<file path="src/ioss_pkg.sv">
`default_nettype none

package ioss_pkg;

  // Bus widths
  localparam int DATA_WIDTH = 16;
  localparam int ADDR_WIDTH = 16;

  // Interrupt controller registers
  localparam logic [ADDR_WIDTH-1:0] ADDR_INT_FLAGS = 16'd40;
  localparam logic [ADDR_WIDTH-1:0] ADDR_INT_MASK = 16'd50;

  // Tick counter sample, written to capture and read back in three words
  localparam logic [ADDR_WIDTH-1:0] ADDR_TICKSS_LO = 16'd105;
  localparam logic [ADDR_WIDTH-1:0] ADDR_TICKSS_MID = 16'd106;
  localparam logic [ADDR_WIDTH-1:0] ADDR_TICKSS_HI = 16'd107;
  localparam logic [ADDR_WIDTH-1:0] ADDR_TICKS_SAMPLE = 16'd109;

  // Timer reload words, HI write restarts the count
  localparam logic [ADDR_WIDTH-1:0] ADDR_TIMER_LO = 16'd110;
  localparam logic [ADDR_WIDTH-1:0] ADDR_TIMER_HI = 16'd111;

  // General-purpose port
  localparam logic [ADDR_WIDTH-1:0] ADDR_PORT_IN = 16'd310;
  localparam logic [ADDR_WIDTH-1:0] ADDR_PORT_OUT = 16'd311;
  localparam logic [ADDR_WIDTH-1:0] ADDR_PORT_DIR = 16'd312;

  // Counter widths
  localparam int TICK_WIDTH = 48;
  localparam int TIMER_WIDTH = 32;

  // Interrupt layout
  localparam int IRQ_COUNT = 8;
  localparam int TIMER_IRQ = 7;

  // Flops in each external input synchronizer
  localparam int SYNC_STAGES = 3;

endpackage

`default_nettype wire

</file>
<file path="src/apb_reg_bridge.sv">
`timescale 1ns/1ps
`default_nettype none

module apb_reg_bridge #(
  parameter int PORT_WIDTH = 16
) (
  input  logic                                clk,
  input  logic                                resetq,
  input  logic                                psel,
  input  logic                                penable,
  input  logic                                pwrite,
  input  logic [ioss_pkg::ADDR_WIDTH-1:0]     paddr,
  input  logic [ioss_pkg::DATA_WIDTH-1:0]     pwdata,
  input  logic [ioss_pkg::IRQ_COUNT-1:0]      int_flags,
  input  logic [ioss_pkg::IRQ_COUNT-1:0]      int_mask,
  input  logic [ioss_pkg::TICK_WIDTH-1:0]     ticks_sampled,
  input  logic [PORT_WIDTH-1:0]               port_in,
  input  logic [PORT_WIDTH-1:0]               port_out,
  input  logic [PORT_WIDTH-1:0]               port_dir,
  output logic [ioss_pkg::DATA_WIDTH-1:0]     prdata,
  output logic                                pslverr,
  output logic [ioss_pkg::DATA_WIDTH-1:0]     wdata,
  output logic                                flags_wr,
  output logic                                mask_wr,
  output logic                                sample_wr,
  output logic                                reload_lo_wr,
  output logic                                reload_hi_wr,
  output logic                                out_wr,
  output logic                                dir_wr
);

  logic setup_q;
  logic access;
  logic wr_en;
  logic mapped;

  // Remember a setup phase so that only a proper access phase counts
  always_ff @(posedge clk)
  begin
    if (!resetq)
      setup_q <= 1'b0;
    else
      setup_q <= psel & ~penable;
  end

  assign access = psel & penable & setup_q;
  assign wr_en = access & pwrite;

  // One-hot write strobes, each lasting the single access cycle
  assign flags_wr = wr_en & (paddr == ioss_pkg::ADDR_INT_FLAGS);
  assign mask_wr = wr_en & (paddr == ioss_pkg::ADDR_INT_MASK);
  assign sample_wr = wr_en & (paddr == ioss_pkg::ADDR_TICKS_SAMPLE);
  assign reload_lo_wr = wr_en & (paddr == ioss_pkg::ADDR_TIMER_LO);
  assign reload_hi_wr = wr_en & (paddr == ioss_pkg::ADDR_TIMER_HI);
  assign out_wr = wr_en & (paddr == ioss_pkg::ADDR_PORT_OUT);
  assign dir_wr = wr_en & (paddr == ioss_pkg::ADDR_PORT_DIR);

  assign wdata = pwdata;

  // Read multiplexer, narrow registers are zero-extended
  always_comb
  begin
    prdata = '0;
    mapped = 1'b1;
    case (paddr)
      ioss_pkg::ADDR_INT_FLAGS:
        prdata[ioss_pkg::IRQ_COUNT-1:0] = int_flags;
      ioss_pkg::ADDR_INT_MASK:
        prdata[ioss_pkg::IRQ_COUNT-1:0] = int_mask;
      ioss_pkg::ADDR_TICKSS_LO:
        prdata = ticks_sampled[15:0];
      ioss_pkg::ADDR_TICKSS_MID:
        prdata = ticks_sampled[31:16];
      ioss_pkg::ADDR_TICKSS_HI:
        prdata = ticks_sampled[47:32];
      ioss_pkg::ADDR_PORT_IN:
        prdata[PORT_WIDTH-1:0] = port_in;
      ioss_pkg::ADDR_PORT_OUT:
        prdata[PORT_WIDTH-1:0] = port_out;
      ioss_pkg::ADDR_PORT_DIR:
        prdata[PORT_WIDTH-1:0] = port_dir;
      // Write-only registers read as zero
      ioss_pkg::ADDR_TICKS_SAMPLE,
      ioss_pkg::ADDR_TIMER_LO,
      ioss_pkg::ADDR_TIMER_HI:
        prdata = '0;
      default:
        mapped = 1'b0;
    endcase
  end

  assign pslverr = access & ~mapped;

endmodule

`default_nettype wire

</file>
<file path="src/gpio_port.sv">
`timescale 1ns/1ps
`default_nettype none

module gpio_port #(
  parameter int PORT_WIDTH = 16
) (
  input  logic                                clk,
  input  logic                                resetq,
  input  logic [ioss_pkg::DATA_WIDTH-1:0]     wdata,
  input  logic                                out_wr,
  input  logic                                dir_wr,
  input  logic [PORT_WIDTH-1:0]               gpio_in,
  output logic [PORT_WIDTH-1:0]               port_in,
  output logic [PORT_WIDTH-1:0]               port_out,
  output logic [PORT_WIDTH-1:0]               port_dir,
  output logic [PORT_WIDTH-1:0]               gpio_out,
  output logic [PORT_WIDTH-1:0]               gpio_oe
);

  logic [PORT_WIDTH-1:0] in_meta;

  // Output value and direction, a 1 in port_dir drives the pin
  always_ff @(posedge clk)
  begin
    if (!resetq)
    begin
      port_out <= '0;
      port_dir <= '0;
    end
    else
    begin
      if (out_wr)
        port_out <= wdata[PORT_WIDTH-1:0];
      if (dir_wr)
        port_dir <= wdata[PORT_WIDTH-1:0];
    end
  end

  // Two-flop synchronizer on the pin inputs
  always_ff @(posedge clk)
  begin
    in_meta <= gpio_in;
    port_in <= in_meta;
  end

  assign gpio_out = port_out;
  assign gpio_oe = port_dir;

endmodule

`default_nettype wire

</file>
<file path="src/ioss_top.sv">
`timescale 1ns/1ps
`default_nettype none

module ioss_top #(
  parameter int NUM_EXT_IRQ = 4,
  parameter int PORT_WIDTH = 16
) (
  input  logic                                clk,
  input  logic                                resetq,
  input  logic                                psel,
  input  logic                                penable,
  input  logic                                pwrite,
  input  logic [ioss_pkg::ADDR_WIDTH-1:0]     paddr,
  input  logic [ioss_pkg::DATA_WIDTH-1:0]     pwdata,
  output logic [ioss_pkg::DATA_WIDTH-1:0]     prdata,
  output logic                                pslverr,
  input  logic [NUM_EXT_IRQ-1:0]              irq_in,
  input  logic [PORT_WIDTH-1:0]               gpio_in,
  output logic [ioss_pkg::IRQ_COUNT-1:0]      int_rqst,
  output logic [PORT_WIDTH-1:0]               gpio_out,
  output logic [PORT_WIDTH-1:0]               gpio_oe
);

  logic [ioss_pkg::DATA_WIDTH-1:0] wdata;
  logic flags_wr;
  logic mask_wr;
  logic sample_wr;
  logic reload_lo_wr;
  logic reload_hi_wr;
  logic out_wr;
  logic dir_wr;
  logic [ioss_pkg::IRQ_COUNT-1:0] int_flags;
  logic [ioss_pkg::IRQ_COUNT-1:0] int_mask;
  logic [ioss_pkg::TICK_WIDTH-1:0] ticks_sampled;
  logic [PORT_WIDTH-1:0] port_in;
  logic [PORT_WIDTH-1:0] port_out;
  logic [PORT_WIDTH-1:0] port_dir;
  logic expire;
  logic timer_pending;

  apb_reg_bridge #(
    .PORT_WIDTH (PORT_WIDTH)
  ) u_apb_reg_bridge (
    .clk           (clk),
    .resetq        (resetq),
    .psel          (psel),
    .penable       (penable),
    .pwrite        (pwrite),
    .paddr         (paddr),
    .pwdata        (pwdata),
    .int_flags     (int_flags),
    .int_mask      (int_mask),
    .ticks_sampled (ticks_sampled),
    .port_in       (port_in),
    .port_out      (port_out),
    .port_dir      (port_dir),
    .prdata        (prdata),
    .pslverr       (pslverr),
    .wdata         (wdata),
    .flags_wr      (flags_wr),
    .mask_wr       (mask_wr),
    .sample_wr     (sample_wr),
    .reload_lo_wr  (reload_lo_wr),
    .reload_hi_wr  (reload_hi_wr),
    .out_wr        (out_wr),
    .dir_wr        (dir_wr)
  );

  irq_controller #(
    .NUM_EXT_IRQ (NUM_EXT_IRQ)
  ) u_irq_controller (
    .clk           (clk),
    .resetq        (resetq),
    .irq_in        (irq_in),
    .wdata         (wdata),
    .flags_wr      (flags_wr),
    .mask_wr       (mask_wr),
    .expire        (expire),
    .int_flags     (int_flags),
    .int_mask      (int_mask),
    .timer_pending (timer_pending),
    .int_rqst      (int_rqst)
  );

  tick_counter u_tick_counter (
    .clk           (clk),
    .resetq        (resetq),
    .sample_wr     (sample_wr),
    .ticks_sampled (ticks_sampled)
  );

  periodic_timer u_periodic_timer (
    .clk           (clk),
    .resetq        (resetq),
    .wdata         (wdata),
    .reload_lo_wr  (reload_lo_wr),
    .reload_hi_wr  (reload_hi_wr),
    .timer_pending (timer_pending),
    .expire        (expire)
  );

  gpio_port #(
    .PORT_WIDTH (PORT_WIDTH)
  ) u_gpio_port (
    .clk      (clk),
    .resetq   (resetq),
    .wdata    (wdata),
    .out_wr   (out_wr),
    .dir_wr   (dir_wr),
    .gpio_in  (gpio_in),
    .port_in  (port_in),
    .port_out (port_out),
    .port_dir (port_dir),
    .gpio_out (gpio_out),
    .gpio_oe  (gpio_oe)
  );

endmodule

`default_nettype wire

</file>
<file path="src/irq_controller.sv">
`timescale 1ns/1ps
`default_nettype none

module irq_controller #(
  parameter int NUM_EXT_IRQ = 4
) (
  input  logic                                clk,
  input  logic                                resetq,
  input  logic [NUM_EXT_IRQ-1:0]              irq_in,
  input  logic [ioss_pkg::DATA_WIDTH-1:0]     wdata,
  input  logic                                flags_wr,
  input  logic                                mask_wr,
  input  logic                                expire,
  output logic [ioss_pkg::IRQ_COUNT-1:0]      int_flags,
  output logic [ioss_pkg::IRQ_COUNT-1:0]      int_mask,
  output logic                                timer_pending,
  output logic [ioss_pkg::IRQ_COUNT-1:0]      int_rqst
);

  // Synchronizer stages plus one history flop for the edge detector
  logic [NUM_EXT_IRQ-1:0] sync_q [ioss_pkg::SYNC_STAGES+1];
  logic [NUM_EXT_IRQ-1:0] ext_rise;
  logic [ioss_pkg::IRQ_COUNT-1:0] set_vec;
  logic [ioss_pkg::IRQ_COUNT-1:0] pending;

  always_ff @(posedge clk)
  begin
    if (!resetq)
    begin
      for (int k = 0; k <= ioss_pkg::SYNC_STAGES; k++)
        sync_q[k] <= '0;
    end
    else
    begin
      sync_q[0] <= irq_in;
      for (int k = 1; k <= ioss_pkg::SYNC_STAGES; k++)
        sync_q[k] <= sync_q[k-1];
    end
  end

  // Rising edge once the input has passed all synchronizer stages
  assign ext_rise = sync_q[ioss_pkg::SYNC_STAGES-1] & ~sync_q[ioss_pkg::SYNC_STAGES];

  // Bits between the external inputs and the timer bit are never set
  always_comb
  begin
    set_vec = '0;
    set_vec[NUM_EXT_IRQ-1:0] = ext_rise;
    set_vec[ioss_pkg::TIMER_IRQ] = expire;
  end

  // A set wins, otherwise a zero flag keeps the bit cleared
  always_ff @(posedge clk)
  begin
    if (!resetq)
      pending <= '0;
    else
      pending <= set_vec | (pending & int_flags);
  end

  always_ff @(posedge clk)
  begin
    if (!resetq)
    begin
      int_flags <= '1;
      int_mask <= '0;
    end
    else
    begin
      if (flags_wr)
        int_flags <= wdata[ioss_pkg::IRQ_COUNT-1:0];
      if (mask_wr)
        int_mask <= wdata[ioss_pkg::IRQ_COUNT-1:0];
    end
  end

  assign timer_pending = pending[ioss_pkg::TIMER_IRQ];
  assign int_rqst = pending & int_mask;

endmodule

`default_nettype wire

</file>
<file path="src/periodic_timer.sv">
`timescale 1ns/1ps
`default_nettype none

module periodic_timer (
  input  logic                                clk,
  input  logic                                resetq,
  input  logic [ioss_pkg::DATA_WIDTH-1:0]     wdata,
  input  logic                                reload_lo_wr,
  input  logic                                reload_hi_wr,
  input  logic                                timer_pending,
  output logic                                expire
);

  logic [ioss_pkg::DATA_WIDTH-1:0] reload_lo;
  logic [ioss_pkg::DATA_WIDTH-1:0] reload_hi;
  logic [ioss_pkg::TIMER_WIDTH-1:0] count;

  always_ff @(posedge clk)
  begin
    if (!resetq)
    begin
      reload_lo <= '0;
      reload_hi <= '0;
    end
    else
    begin
      if (reload_lo_wr)
        reload_lo <= wdata;
      if (reload_hi_wr)
        reload_hi <= wdata;
    end
  end

  // HI write restarts with the new high word and the stored low word.
  // The count is held at the reload value while the interrupt is pending.
  always_ff @(posedge clk)
  begin
    if (!resetq)
      count <= '0;
    else if (reload_hi_wr)
      count <= {wdata, reload_lo};
    else if (timer_pending)
      count <= {reload_hi, reload_lo};
    else
      count <= count - 1'b1;
  end

  // High for the last cycle before the count would reach zero
  assign expire = (count == {{(ioss_pkg::TIMER_WIDTH-1){1'b0}}, 1'b1});

endmodule

`default_nettype wire

</file>
<file path="src/tick_counter.sv">
`timescale 1ns/1ps
`default_nettype none

module tick_counter (
  input  logic                                clk,
  input  logic                                resetq,
  input  logic                                sample_wr,
  output logic [ioss_pkg::TICK_WIDTH-1:0]     ticks_sampled
);

  logic [ioss_pkg::TICK_WIDTH-1:0] ticks;

  // Free-running count of clock cycles since reset
  always_ff @(posedge clk)
  begin
    if (!resetq)
      ticks <= '0;
    else
      ticks <= ticks + 1'b1;
  end

  // Capture the count as it stands at the write edge
  always_ff @(posedge clk)
  begin
    if (!resetq)
      ticks_sampled <= '0;
    else if (sample_wr)
      ticks_sampled <= ticks;
  end

endmodule

`default_nettype wire

</file>
<file path="config.mk">
export PLATFORM = sky130hd
export DESIGN_NAME = ioss_top
export DESIGN_NICKNAME = d
export VERILOG_FILES = /design/src/ioss_pkg.sv /design/src/apb_reg_bridge.sv /design/src/gpio_port.sv /design/src/ioss_top.sv /design/src/irq_controller.sv /design/src/periodic_timer.sv /design/src/tick_counter.sv
export SDC_FILE = /design/constraint.sdc
export NUM_CORES = 1
export LEC_CHECK = 0
export BUFFER_PORTS_ARGS = -buffer_cell sky130_fd_sc_hd__clkbuf_2
export CORE_UTILIZATION = 50
export CTS_CLUSTER_DIAMETER = 40
export CTS_CLUSTER_SIZE = 30
export DETAILED_ROUTE_END_ITERATION = 10
export GPL_TIMING_DRIVEN = 1
export MAX_ROUTING_LAYER = met4
export PLACE_DENSITY = 0.68
export SLEW_MARGIN = 25
export SYNTH_ARGS = -nofsm -noshare
export SYNTH_HDL_FRONTEND = slang
export SYNTH_SLANG_ARGS = --single-unit
</file>
<file path="constraint.sdc">
create_clock -name clk -period 6.2 [get_ports clk]
set_input_delay 0.31 -clock clk [delete_from_list [all_inputs] [get_ports clk]]
set_output_delay 0.31 -clock clk [all_outputs]
set_load 0.02 [all_outputs]
</file>
== Word level (Yosys, flattened, before mapping) ==
Memories as Yosys holds them, arrays and structs flattened.
Cells that the tools add are included.

* Register bits after elaboration: 249
* Bits in writable memories: 16
* Input port bits: 57
* Output and inout port bits: 57
* Memories kept: 1

* Eq/ne operators: 12
* Bitwise logic cells: 23
* Reductions and logical operators: 1
* Mux-type cells: 11
* $add $sub $neg: 2

{| class="wikitable"
|+ Memories
! name !! words !! bits a word !! rd ports !! clocked after Yosys merged registers in !! wr ports !! RTL line !! text
|-
| u_irq_controller.sync_q || 4 || 4 || 4 || 0 || 4 || irq_controller.sv:21 || <nowiki>logic [NUM_EXT_IRQ-1:0] sync_q [ioss_pkg::SYNC_STAGES+1];</nowiki>
|}

{| class="wikitable"
|+ Operators with widths
! cell !! number
|-
| $eq 16x7->1 const B || 6
|-
| $mux 32 || 2
|-
| $pmux 8 s8 || 1
|-
| $add 48x1->48 const B || 1
|-
| $eq 16x9->1 const B || 3
|-
| $pmux 8 s6 || 1
|-
| $eq 16x6->1 const B || 2
|-
| $eq 32x1->1 const B || 1
|-
| $sub 32x1->32 const B || 1
|-
| $and 8x8->8 || 2
|-
| $mux 4 || 4
|-
| $and 1x1->1 || 12
|-
| $reduce_or 11->1 || 1
|-
| $or 8x8->8 || 1
|-
| $and 4x4->4 || 1
|-
| $not 4->4 || 1
|-
| $or 1x1->1 || 4
|-
| $mux 1 || 3
|-
| $not 1->1 || 2
|}

== Depth between registers and ports, before layout ==
Gate-level depths: netlist of the first run.

* Word-level depth: 5
* Gate-level depth with buffers: 8
* Mapped depth without buffers: 7

== By module ==
Synthesis of the first run repeated with hierarchy kept, for this count alone.

* Cells, all modules: 1251
* Area total of the unflattened synthesis: 12041.5 µm²

{| class="wikitable"
|+ Modules (own cells, without submodules)
! module !! area an instance (µm²) !! instances !! cells each
|-
| tick_counter || 4036.4 || 1 || 436
|-
| periodic_timer || 3208.1 || 1 || 357
|-
| gpio_port || 2115.8 || 1 || 167
|-
| apb_reg_bridge || 1351.3 || 1 || 172
|-
| irq_controller || 1330.0 || 1 || 119
|}

== Worst setup path before layout of the first run ==
No wires, ideal clock.

* Kind: input port to output port
* From: input port paddr[13] (netlist name)
* To: output port prdata[0] (netlist name)
* Setup slack: 3.758 ns
* Path buffers: 1
* Stages on the path: 6
* Required time: 5.890 ns
* Data arrival time: 2.132 ns
* Cells stage by stage: nor4_2 nand3_2 nor3_1 buf_2 a222oi_1 nand3_1

* Word-level cells in the longest chain between the ends: 2
* Elaborated cells between the ends (all ways): 9
* Those cells by class: eq/ne (8); mux (1)

{| class="wikitable"
|+ RTL lines
! element !! RTL line !! text
|-
| start: declaration || ioss_top.sv:13 || <nowiki>input logic [ioss_pkg::ADDR_WIDTH-1:0] paddr,</nowiki>
|-
| $eq 16x9->1, or another cell as far along || apb_reg_bridge.sv:65 || <nowiki>case (paddr)</nowiki>
|-
| $pmux 8 s8 * || apb_reg_bridge.sv:65 ||
|-
| end: declaration || ioss_top.sv:15 || <nowiki>output logic [ioss_pkg::DATA_WIDTH-1:0] prdata,</nowiki>
|}

Mark *: on every way between the ends. The rest lies on a longest branch, timed or not.

== Final worst setup path of the first run ==
* From: input port paddr[9] (netlist name)
* To: output port prdata[7] (netlist name)

Same word-level chain as after synthesis.

==> impl_metrics.xml, run 1 <==
<?xml version="1.0" encoding="UTF-8"?>
<metrics>
  <group name="drt">
    <metric name="drt-pass1-iter-count" unit="">5</metric>
    <metric name="ant_nets" unit="">0</metric>
    <metric name="drt_drc_violations_left" unit="">0</metric>
    <metric name="finalWirelength" unit="um">28200</metric>
    <metric name="post_drt_wl_per_cell" unit="um">18.3</metric>
    <metric name="detailroute.via_count" unit="">8870</metric>
    <metric name="drtIter0Drc" unit="">691</metric>
    <metric name="detail_route.vias_per_cell" unit="">5.76</metric>
  </group>
  <group name="clocking">
    <metric name="cts_buffers" unit="">34</metric>
    <metric name="tritoncts" unit="">yes</metric>
    <metric name="cts.htree.levels" unit="">2</metric>
    <metric name="cts_post_setup_buffers_inserted" unit="">0</metric>
    <metric name="root_buffer" unit="">sky130_fd_sc_hd__clkbuf_16</metric>
    <metric name="cts.clk_slew.worst_paths" unit="ps">60</metric>
    <metric name="insertion_delay" unit="ps">510</metric>
    <metric name="ctsLongestPathBuffers" unit="">3</metric>
    <metric name="clock_sink_count" unit="">265</metric>
  </group>
  <group name="timing">
    <metric name="fin_tns_setup" unit="ps">0</metric>
    <metric name="timing.final.ws_setup" unit="ps">3250</metric>
    <metric name="finalHoldViolCount" unit="">0</metric>
    <metric name="clock.fmax" unit="MHz">339</metric>
    <metric name="rsz_0062_raised_after_global_routing" unit="">no</metric>
    <metric name="final-setup-viol-count" unit="">0</metric>
    <metric name="period_needed" unit="ps">2950</metric>
    <metric name="slew_violations" unit="">0</metric>
    <metric name="clock_skew" unit="ps">17.7</metric>
    <metric name="slew_of_the_pin_with_the_lowest_slew_margin" unit="ps">1070</metric>
    <metric name="min_period_over_period" unit="%">47.6</metric>
    <metric name="max-slew-margin-rel" unit="%">28.2</metric>
  </group>
  <group name="synthesis">
    <metric name="synth_compound_gate_area_share" unit="%">10.7</metric>
    <metric name="share_of_synthesized_cell_area_in_full_adder_half_adder_and_majority_cells" unit="%">0.351</metric>
    <metric name="synth-async-reset-ratio" unit="%">0</metric>
    <metric name="avgSynthCellArea" unit="um^2">9.51</metric>
    <metric name="post_synthesis_share_of_cell_area_spent_on_xor_and_xnor_gates" unit="%">3.36</metric>
    <metric name="synth.area.mux_share" unit="%">10.8</metric>
    <metric name="synth_top_cell_area_share" unit="%">49.6</metric>
    <metric name="netlist_instances" unit="">1125</metric>
    <metric name="ys.flop_type" unit="">sky130_fd_sc_hd__dfxtp_1</metric>
    <metric name="synth_top_family_by_area" unit="">simple AND/OR/NAND/NOR gates</metric>
    <metric name="synthesis.yosys.warnings" unit="">0</metric>
    <metric name="yosys-top-cells-area" unit="">sky130_fd_sc_hd__dfxtp_1, sky130_fd_sc_hd__mux2i_1, sky130_fd_sc_hd__nor2_1, sky130_fd_sc_hd__nand2_1, sky130_fd_sc_hd__xnor2_1</metric>
    <metric name="synth_sequential_area_ratio" unit="%">49.6</metric>
    <metric name="synth_fp_nets" unit="">1185</metric>
    <metric name="post-synth-top-area-cell" unit="">sky130_fd_sc_hd__dfxtp_1</metric>
    <metric name="synthTopCellsByCount" unit="">sky130_fd_sc_hd__dfxtp_1, sky130_fd_sc_hd__nor2_1, sky130_fd_sc_hd__mux2i_1</metric>
    <metric name="synth_most_common_cell" unit="">sky130_fd_sc_hd__dfxtp_1</metric>
    <metric name="synth.lib_cells_used.distinct" unit="">60</metric>
    <metric name="synth_area" unit="mm^2">0.0107</metric>
    <metric name="count_of_state_elements_after_synthesis" unit="">265</metric>
    <metric name="synth_enable_flop_cells" unit="">0</metric>
    <metric name="synthSimpleGateAreaFrac" unit="%">22.1</metric>
  </group>
  <group name="cells_and_area">
    <metric name="filler_cell_count" unit="">1787</metric>
    <metric name="final_antenna_diode_count" unit="">0</metric>
    <metric name="layout.cells.non_filler" unit="">1540</metric>
    <metric name="finalNetCount" unit="">1299</metric>
    <metric name="final_layout_size_suffix_gt1_share" unit="%">16.7</metric>
    <metric name="syn2layout_area_growth" unit="%">20.1</metric>
  </group>
  <group name="critical_path">
    <metric name="max_fo_critical_path" unit="">16</metric>
    <metric name="timing.critical_path.from_type" unit="">primary input</metric>
    <metric name="timing.critical_path.from" unit="">paddr[9]</metric>
    <metric name="worst-setup-path-type" unit="">in -&gt; out</metric>
    <metric name="worst-endpoint-required" unit="ps">5890</metric>
    <metric name="ff2ff_setup_slack" unit="ps">3350</metric>
    <metric name="end_kind" unit="">output port</metric>
    <metric name="regToRegEndpoint" unit="">u_tick_counter.ticks[40]$_SDFF_PN0_</metric>
    <metric name="arrival" unit="ps">2640</metric>
    <metric name="regToRegStartpoint" unit="">u_tick_counter.ticks[0]$_SDFF_PN0_</metric>
    <metric name="r2r.worst_path.cells" unit="">6</metric>
    <metric name="termination_of_the_worst_setup_path" unit="">prdata[7]</metric>
  </group>
  <group name="power_and_ir_drop">
    <metric name="p_per_area" unit="mW/mm^2">365</metric>
    <metric name="leakagePower" unit="nW">4.64</metric>
    <metric name="irDropWorstVdd" unit="mV">0.217</metric>
  </group>
  <group name="floorplan">
    <metric name="placeableCoreArea" unit="mm^2">0.0210</metric>
    <metric name="die_height" unit="um">148</metric>
    <metric name="die_area" unit="mm^2">0.0220</metric>
    <metric name="row_count" unit="">53</metric>
    <metric name="floorplan.initialDensity" unit="%">50.9</metric>
    <metric name="die_x" unit="um">148</metric>
    <metric name="ioPinCount" unit="">114</metric>
  </group>
  <group name="global_route">
    <metric name="grt-ovfl-total" unit="">0</metric>
    <metric name="via_count_of_the_first_global_routing_pass" unit="">8386</metric>
    <metric name="grt_max_degree" unit="">149</metric>
    <metric name="grt_use_total" unit="%">26.6</metric>
    <metric name="grt_antenna_before_repair" unit="">0</metric>
    <metric name="first_pass_grt_wire_length" unit="um">44700</metric>
  </group>
  <group name="place">
    <metric name="pre_cts_slack" unit="ps">3270</metric>
    <metric name="post-place-cells" unit="">1461</metric>
    <metric name="io_buffers" unit="">113</metric>
    <metric name="routabilityCongestion" unit="">0.882</metric>
    <metric name="half_perimeter_wire_length_after_placement" unit="um">18400</metric>
  </group>
  <group name="status">
    <metric name="outcome" unit="">complete, no violations</metric>
  </group>
  <group name="job">
    <metric name="max-cap-violations" unit="">0</metric>
  </group>
  <group name="hold_path">
    <metric name="worstHoldPathType" unit="">in -&gt; reg</metric>
  </group>
</metrics>
[worst max-delay path, cell delays in order]
cell and delay, ps:
sky130_fd_sc_hd__clkbuf_2 80, sky130_fd_sc_hd__nor3_1 470, sky130_fd_sc_hd__nand4_1 320, sky130_fd_sc_hd__nor2_2 820, sky130_fd_sc_hd__a222oi_1 290, sky130_fd_sc_hd__nand3_1 160
sky130_fd_sc_hd__clkbuf_2 190
[worst min-delay path by stage]
stage | start | endpoint | slack (ps) | depth (start not counted)
after global routing | irq_in[0] | u_irq_controller.sync_q[0][0]$_SDFF_PN0_ | 4 | 2
final | irq_in[2] | u_irq_controller.sync_q[0][2]$_SDFF_PN0_ | 6 | 2
after CTS | irq_in[2] | u_irq_controller.sync_q[0][2]$_SDFF_PN0_ | 2 | 2
after detailed placement | u_gpio_port.in_meta[15]$_DFF_P_ | u_gpio_port.port_in[15]$_DFF_P_ | 310 | 0
after global placement | u_gpio_port.in_meta[6]$_DFF_P_ | u_gpio_port.port_in[6]$_DFF_P_ | 310 | 0
after floorplan | u_gpio_port.in_meta[0]$_DFF_P_ | u_gpio_port.port_in[0]$_DFF_P_ | 310 | 0
[state kept, by name (all words and copies together), names as in the netlist]
| register | flops |
|---|---|
| u_tick_counter.ticks | 48 |
| u_gpio_port.in_meta | 16 |
| u_periodic_timer.count | 32 |
| u_periodic_timer.reload_lo | 16 |
| u_irq_controller.pending | 8 |
| u_irq_controller.int_mask | 8 |
| u_gpio_port.port_in | 16 |
| u_periodic_timer.reload_hi | 16 |
| u_apb_reg_bridge.setup_q | 1 |
| u_gpio_port.gpio_oe | 16 |
| u_irq_controller.int_flags | 8 |
| u_irq_controller.sync_q | 16 |
| u_gpio_port.gpio_out | 16 |
| u_tick_counter.ticks_sampled | 48 |
[metal layers]
layer,wire [um],vias up,track usage [%],share of wire (%)
li1,-,4308,-,-
met1,12500,4239,33.8,44
met2,13100,273,41.8,46
met3,1770,50,5.00,6.3
met4,801,0,10.7,2.8
met5,0,-,-,0
[what timing repair did]
item                      4_1_cts  5_1_grt
gates resized for setup         0        0
hold endpoints to repair       17        0
hold buffers                   17        0
[where the power goes]
part	internal (mW)	switching (mW)	leakage, nW
registers	1.81	0.109	2.15
logic	0.296	0.419	1.89
clock network	1.29	0.767	0.592
[area by class of cell]
cell class	count	area [um^2]	share of cell area [%]
clock inverters	20	244	1.90
multi-input cells	782	5110	39.7
repair buffers	143	833	6.48
well taps	275	344	2.68
inverters	13	56.3	0.438
clock buffers	42	965	7.50
flip-flops and latches	265	5310	41.3
[stage by stage]
step           area [um^2]  util [%]  power, mW  hold slack (ps)
2_1_floorplan        10700         -       2.49              310
3_3_place_gp         11500      54.6       2.64              310
3_5_place_dp         11500      54.6       2.65              312
4_1_cts              12900      61.1       4.72             1.89
5_1_grt              12900      61.2       4.90             3.51
6_report             12900      61.2       4.69             6.26
[cell usage in the layout, fill, tap and decap left out, types with 7 or more instances in the layout]
master and n:
sky130_fd_sc_hd__and4_1 7, sky130_fd_sc_hd__or3_1 15, sky130_fd_sc_hd__o31ai_1 10, sky130_fd_sc_hd__xor2_1 11, sky130_fd_sc_hd__dlygate4sd3_1 17, sky130_fd_sc_hd__nor3_1 27
sky130_fd_sc_hd__dfxtp_1 265, sky130_fd_sc_hd__o21ai_0 20, sky130_fd_sc_hd__buf_4 13, sky130_fd_sc_hd__and2_1 26, sky130_fd_sc_hd__clkbuf_2 113, sky130_fd_sc_hd__nand2b_1 8
sky130_fd_sc_hd__nor2_1 154, sky130_fd_sc_hd__mux2i_1 115, sky130_fd_sc_hd__clkbuf_16 37, sky130_fd_sc_hd__xnor2_1 30, sky130_fd_sc_hd__a21oi_1 45, sky130_fd_sc_hd__a222oi_1 16
sky130_fd_sc_hd__a22oi_1 32, sky130_fd_sc_hd__nand3_1 38, sky130_fd_sc_hd__nand4_1 21, sky130_fd_sc_hd__or4_1 14, sky130_fd_sc_hd__nor4_1 19, sky130_fd_sc_hd__a211oi_1 14
sky130_fd_sc_hd__and3_1 12, sky130_fd_sc_hd__nand2_1 77, sky130_fd_sc_hd__inv_1 12, sky130_fd_sc_hd__o221ai_1 7
[cells by family (layout without fill, tap and decap cells)]
family | count (synthesis) | after routing
AO/OA/AOI/OAI | 166 | 166
AND/OR/NAND/NOR | 457 | 457
flip-flops | 265 | 265
adder cells (fa/ha/maj) | 3 | 3
buffers and inverters | 78 | 218
multiplexers | 115 | 115
XOR/XNOR | 41 | 41
Power figures use the tool's default switching activity.
==> inputs of run 2 (changes only) <==
--- a/config.mk
+++ b/config.mk
@@ -12,7 +12,7 @@
 export DETAILED_ROUTE_END_ITERATION = 10
 export GPL_TIMING_DRIVEN = 1
 export MAX_ROUTING_LAYER = met4
-export PLACE_DENSITY = 0.68
+export PLACE_DENSITY = 0.7
 export SLEW_MARGIN = 25
 export SYNTH_ARGS = -nofsm -noshare
 export SYNTH_HDL_FRONTEND = slang
==> constraint.sdc (replaced) <==
create_clock -name clk -period 2.4 [get_ports clk]
set_input_delay 0.12 -clock clk [delete_from_list [all_inputs] [get_ports clk]]
set_output_delay 0.12 -clock clk [all_outputs]
set_load 0.02 [all_outputs]
==> run 2 against run 1 <==
- critical path depth is 2 lower
- wire length increased by 1.3%
- non-clock buffer count grew 49
- power increased to 2.7 times the previous value
- clock skew increased by 0.92 ps
- global-route usage about the same
- sequential cell count did not move
- final cell count rose by 3.6%
- first-iteration DRC count down 11%
- utilization is 3.0 points higher
- combinational power increased to 2.9 times the previous value
- critical endpoint is now u_tick_counter.ticks[41]$_SDFF_PN0_
==> impl_metrics.xml, run 2 (same netlist as run 1, synthesis figures left out) <==
<?xml version="1.0" encoding="UTF-8"?>
<metrics>
  <group name="critical_path">
    <metric name="worst-setup-path-type" unit="">reg -&gt; reg</metric>
    <metric name="regToRegEndpoint" unit="">u_tick_counter.ticks[41]$_SDFF_PN0_</metric>
    <metric name="max_stage_delay" unit="ps">680</metric>
    <metric name="regToRegStartpoint" unit="">u_tick_counter.ticks[7]$_SDFF_PN0_</metric>
    <metric name="worstPathCellList" unit="">and4_4 -&gt; nand3_4 -&gt; or4_4 -&gt; or4_1 -&gt; a21oi_1</metric>
    <metric name="r2r.worst_path.cells" unit="">5</metric>
    <metric name="ff2ff_setup_slack" unit="ps">100</metric>
    <metric name="cpLargestDelayFamily" unit="">simple AND/OR/NAND/NOR gates</metric>
    <metric name="arrival" unit="ps">2740</metric>
    <metric name="timing.critical_path.from_type" unit="">register</metric>
    <metric name="max_fo_critical_path" unit="">22</metric>
    <metric name="worst-endpoint-required" unit="ps">2840</metric>
    <metric name="critical_path_buffer_and_inverter_count" unit="">0</metric>
    <metric name="crit_path_top_delay_cell" unit="">sky130_fd_sc_hd__or4_4</metric>
    <metric name="end_kind" unit="">register</metric>
  </group>
  <group name="cells_and_area">
    <metric name="highest_count_cells_in_the_layout_ignoring_fill_and_taps" unit="">sky130_fd_sc_hd__dfxtp_1, sky130_fd_sc_hd__nor2_1, sky130_fd_sc_hd__mux2i_1</metric>
    <metric name="most_common_cell_after_layout_fill_and_taps_aside" unit="">sky130_fd_sc_hd__dfxtp_1</metric>
    <metric name="finalNetCount" unit="">1351</metric>
    <metric name="post-route-cell-area" unit="mm^2">0.0135</metric>
    <metric name="multiInputGateArea" unit="mm^2">0.00510</metric>
    <metric name="final_antenna_diode_count" unit="">0</metric>
    <metric name="largestRegisters" unit="">u_tick_counter.ticks x48, u_tick_counter.ticks_sampled x48, u_periodic_timer.count x32</metric>
    <metric name="syn2layout_area_growth" unit="%">26.0</metric>
    <metric name="layout.area.seq" unit="mm^2">0.00531</metric>
    <metric name="postLayoutCoreUtil" unit="%">64.1</metric>
    <metric name="final_layout_size_suffix_gt1_share" unit="%">18.8</metric>
    <metric name="filler_cell_count" unit="">1728</metric>
  </group>
  <group name="place">
    <metric name="half_perimeter_wire_length_after_placement" unit="um">18800</metric>
    <metric name="placed_cell_area" unit="mm^2">0.0118</metric>
    <metric name="io_buffers" unit="">113</metric>
    <metric name="routabilityCongestion" unit="">0.853</metric>
    <metric name="pre_cts_slack" unit="ps">89.9</metric>
  </group>
  <group name="clocking">
    <metric name="ctsLongestPathBuffers" unit="">3</metric>
    <metric name="root_buffer" unit="">sky130_fd_sc_hd__clkbuf_16</metric>
    <metric name="clock_sink_count" unit="">265</metric>
    <metric name="tritoncts" unit="">yes</metric>
    <metric name="insertion_delay" unit="ps">530</metric>
    <metric name="cts.htree.levels" unit="">2</metric>
    <metric name="cts.clk_slew.worst_paths" unit="ps">60</metric>
    <metric name="cts_buffers" unit="">37</metric>
  </group>
  <group name="timing">
    <metric name="slew_violations" unit="">0</metric>
    <metric name="clock_skew" unit="ps">18.6</metric>
    <metric name="timing.final.ws_setup" unit="ps">99.6</metric>
    <metric name="final-setup-viol-count" unit="">0</metric>
    <metric name="rsz_0062_raised_after_global_routing" unit="">no</metric>
    <metric name="period_needed" unit="ps">2300</metric>
    <metric name="slew_of_the_pin_with_the_lowest_slew_margin" unit="ps">635</metric>
    <metric name="finalHoldViolCount" unit="">0</metric>
    <metric name="fin_tns_setup" unit="ps">0</metric>
    <metric name="clock.fmax" unit="MHz">435</metric>
    <metric name="min_period_over_period" unit="%">95.9</metric>
    <metric name="max-slew-margin-rel" unit="%">57.7</metric>
  </group>
  <group name="status">
    <metric name="outcome" unit="">complete, no violations</metric>
  </group>
  <group name="global_route">
    <metric name="grt_use_total" unit="%">26.7</metric>
    <metric name="via_count_of_the_first_global_routing_pass" unit="">8664</metric>
    <metric name="first_pass_grt_wire_length" unit="um">45200</metric>
    <metric name="grt-ovfl-total" unit="">0</metric>
    <metric name="grt_antenna_before_repair" unit="">0</metric>
    <metric name="grt_max_degree" unit="">77</metric>
  </group>
  <group name="floorplan">
    <metric name="ioPinCount" unit="">114</metric>
    <metric name="floorplan.initialDensity" unit="%">50.9</metric>
    <metric name="row_count" unit="">53</metric>
    <metric name="die_height" unit="um">148</metric>
    <metric name="placeableCoreArea" unit="mm^2">0.0210</metric>
    <metric name="die_area" unit="mm^2">0.0220</metric>
    <metric name="die_x" unit="um">148</metric>
  </group>
  <group name="hold_path">
    <metric name="timing.hold.worst_endpoint" unit="">u_periodic_timer.reload_hi[15]$_SDFFE_PN0P_</metric>
    <metric name="hold_path_startpoint" unit="">pwdata[15]</metric>
    <metric name="worstHoldPathType" unit="">in -&gt; reg</metric>
    <metric name="hold_depth" unit="">3</metric>
  </group>
  <group name="drt">
    <metric name="amount_of_wire_on_met3_after_detailed_routing" unit="um">1780</metric>
    <metric name="finalWirelength" unit="um">28600</metric>
    <metric name="detail_route.vias_per_cell" unit="">5.70</metric>
    <metric name="ant_nets" unit="">0</metric>
    <metric name="detailroute.via_count" unit="">9095</metric>
    <metric name="drt_drc_violations_left" unit="">0</metric>
    <metric name="drt-pass1-iter-count" unit="">8</metric>
    <metric name="drtIter0Drc" unit="">617</metric>
    <metric name="met1_wire_length" unit="um">12400</metric>
    <metric name="dr.max_layer_used" unit="">met4</metric>
    <metric name="met2_wirelength" unit="um">13800</metric>
    <metric name="post_drt_wl_per_cell" unit="um">17.9</metric>
  </group>
  <group name="power_and_ir_drop">
    <metric name="p_per_area" unit="mW/mm^2">950</metric>
    <metric name="irDropWorstVdd" unit="mV">0.594</metric>
    <metric name="power.total" unit="mW">12.8</metric>
    <metric name="leakagePower" unit="nW">4.94</metric>
  </group>
  <group name="job">
    <metric name="max-cap-violations" unit="">0</metric>
  </group>
</metrics>
run 2: changes by cell type in the layout (fill, tap and decap cells not counted), sizes merged:
| cell | before | now |
|---|---|---|
| clkbuf | 155 | 154 |
| clkinvlp | 2 | 4 |
| inv | 18 | 24 |
| buf | 13 | 43 |
| clkinv | 9 | 8 |
| dlygate4sd3 | 17 | 36 |
run 2: what timing repair did:
item | CTS | global route
gates resized for setup | 0 | 1
setup buffers | 0 | 0
hold endpoints to repair | 77 | 0
hold buffers | 36 | 0
endpoints found under the setup margin | 0 | 1
run 2: per-stage QoR:
step / cells / hold slack, ps
2_1_floorplan: 1125 / 148
3_3_place_gp: 1491 / 222
3_5_place_dp: 1491 / 224
4_1_cts: 1595 / 32.9
5_1_grt: 1595 / 41.9
6_report: 1595 / 36.1
run 2: per-layer routing:
| metal | global-route usage, % | up-vias |
|---|---|---|
| met4 | 9.28 | 0 |
| met3 | 4.17 | 45 |
| li1 | - | 4424 |
| met2 | 43.8 | 300 |
| met1 | 33.3 | 4326 |
| met5 | - | - |
run 2: final cells by class:
class	count	area share, %
clock buffer	41	7.37
clock inverter	27	2.56
inverter	13	0.399
multi-input combinational	782	37.9
sequential	265	39.4
tap	275	2.55
timing repair buffer	192	9.91
run 2: how the worst max path moves through the flow:
stage	startpoint	endpoint	slack (ps)	cells past startpoint
floorplan	u_tick_counter.ticks[5]$_SDFF_PN0_	u_tick_counter.ticks[39]$_SDFF_PN0_	280	6
global placement	paddr[13]	u_tick_counter.ticks_sampled[20]$_SDFFE_PN0P_	180	7
detailed placement	paddr[13]	u_tick_counter.ticks_sampled[21]$_SDFFE_PN0P_	90	7
CTS	u_tick_counter.ticks[6]$_SDFF_PN0_	u_tick_counter.ticks[41]$_SDFF_PN0_	110	5
global route	paddr[13]	prdata[5]	10	8
finish	u_tick_counter.ticks[7]$_SDFF_PN0_	u_tick_counter.ticks[41]$_SDFF_PN0_	100	5
run 2: tightest hold or removal path, cell delays in order:
cell                       delay [ps]
sky130_fd_sc_hd__clkbuf_2         190
sky130_fd_sc_hd__nand2_1          120
sky130_fd_sc_hd__a21oi_1           60
run 2: where the power goes:
group	switching (mW)	internal (mW)	total, mW
Sequential	0.271	4.68	4.95
Clock	2.24	3.54	5.78
Combinational	1.16	0.917	2.08
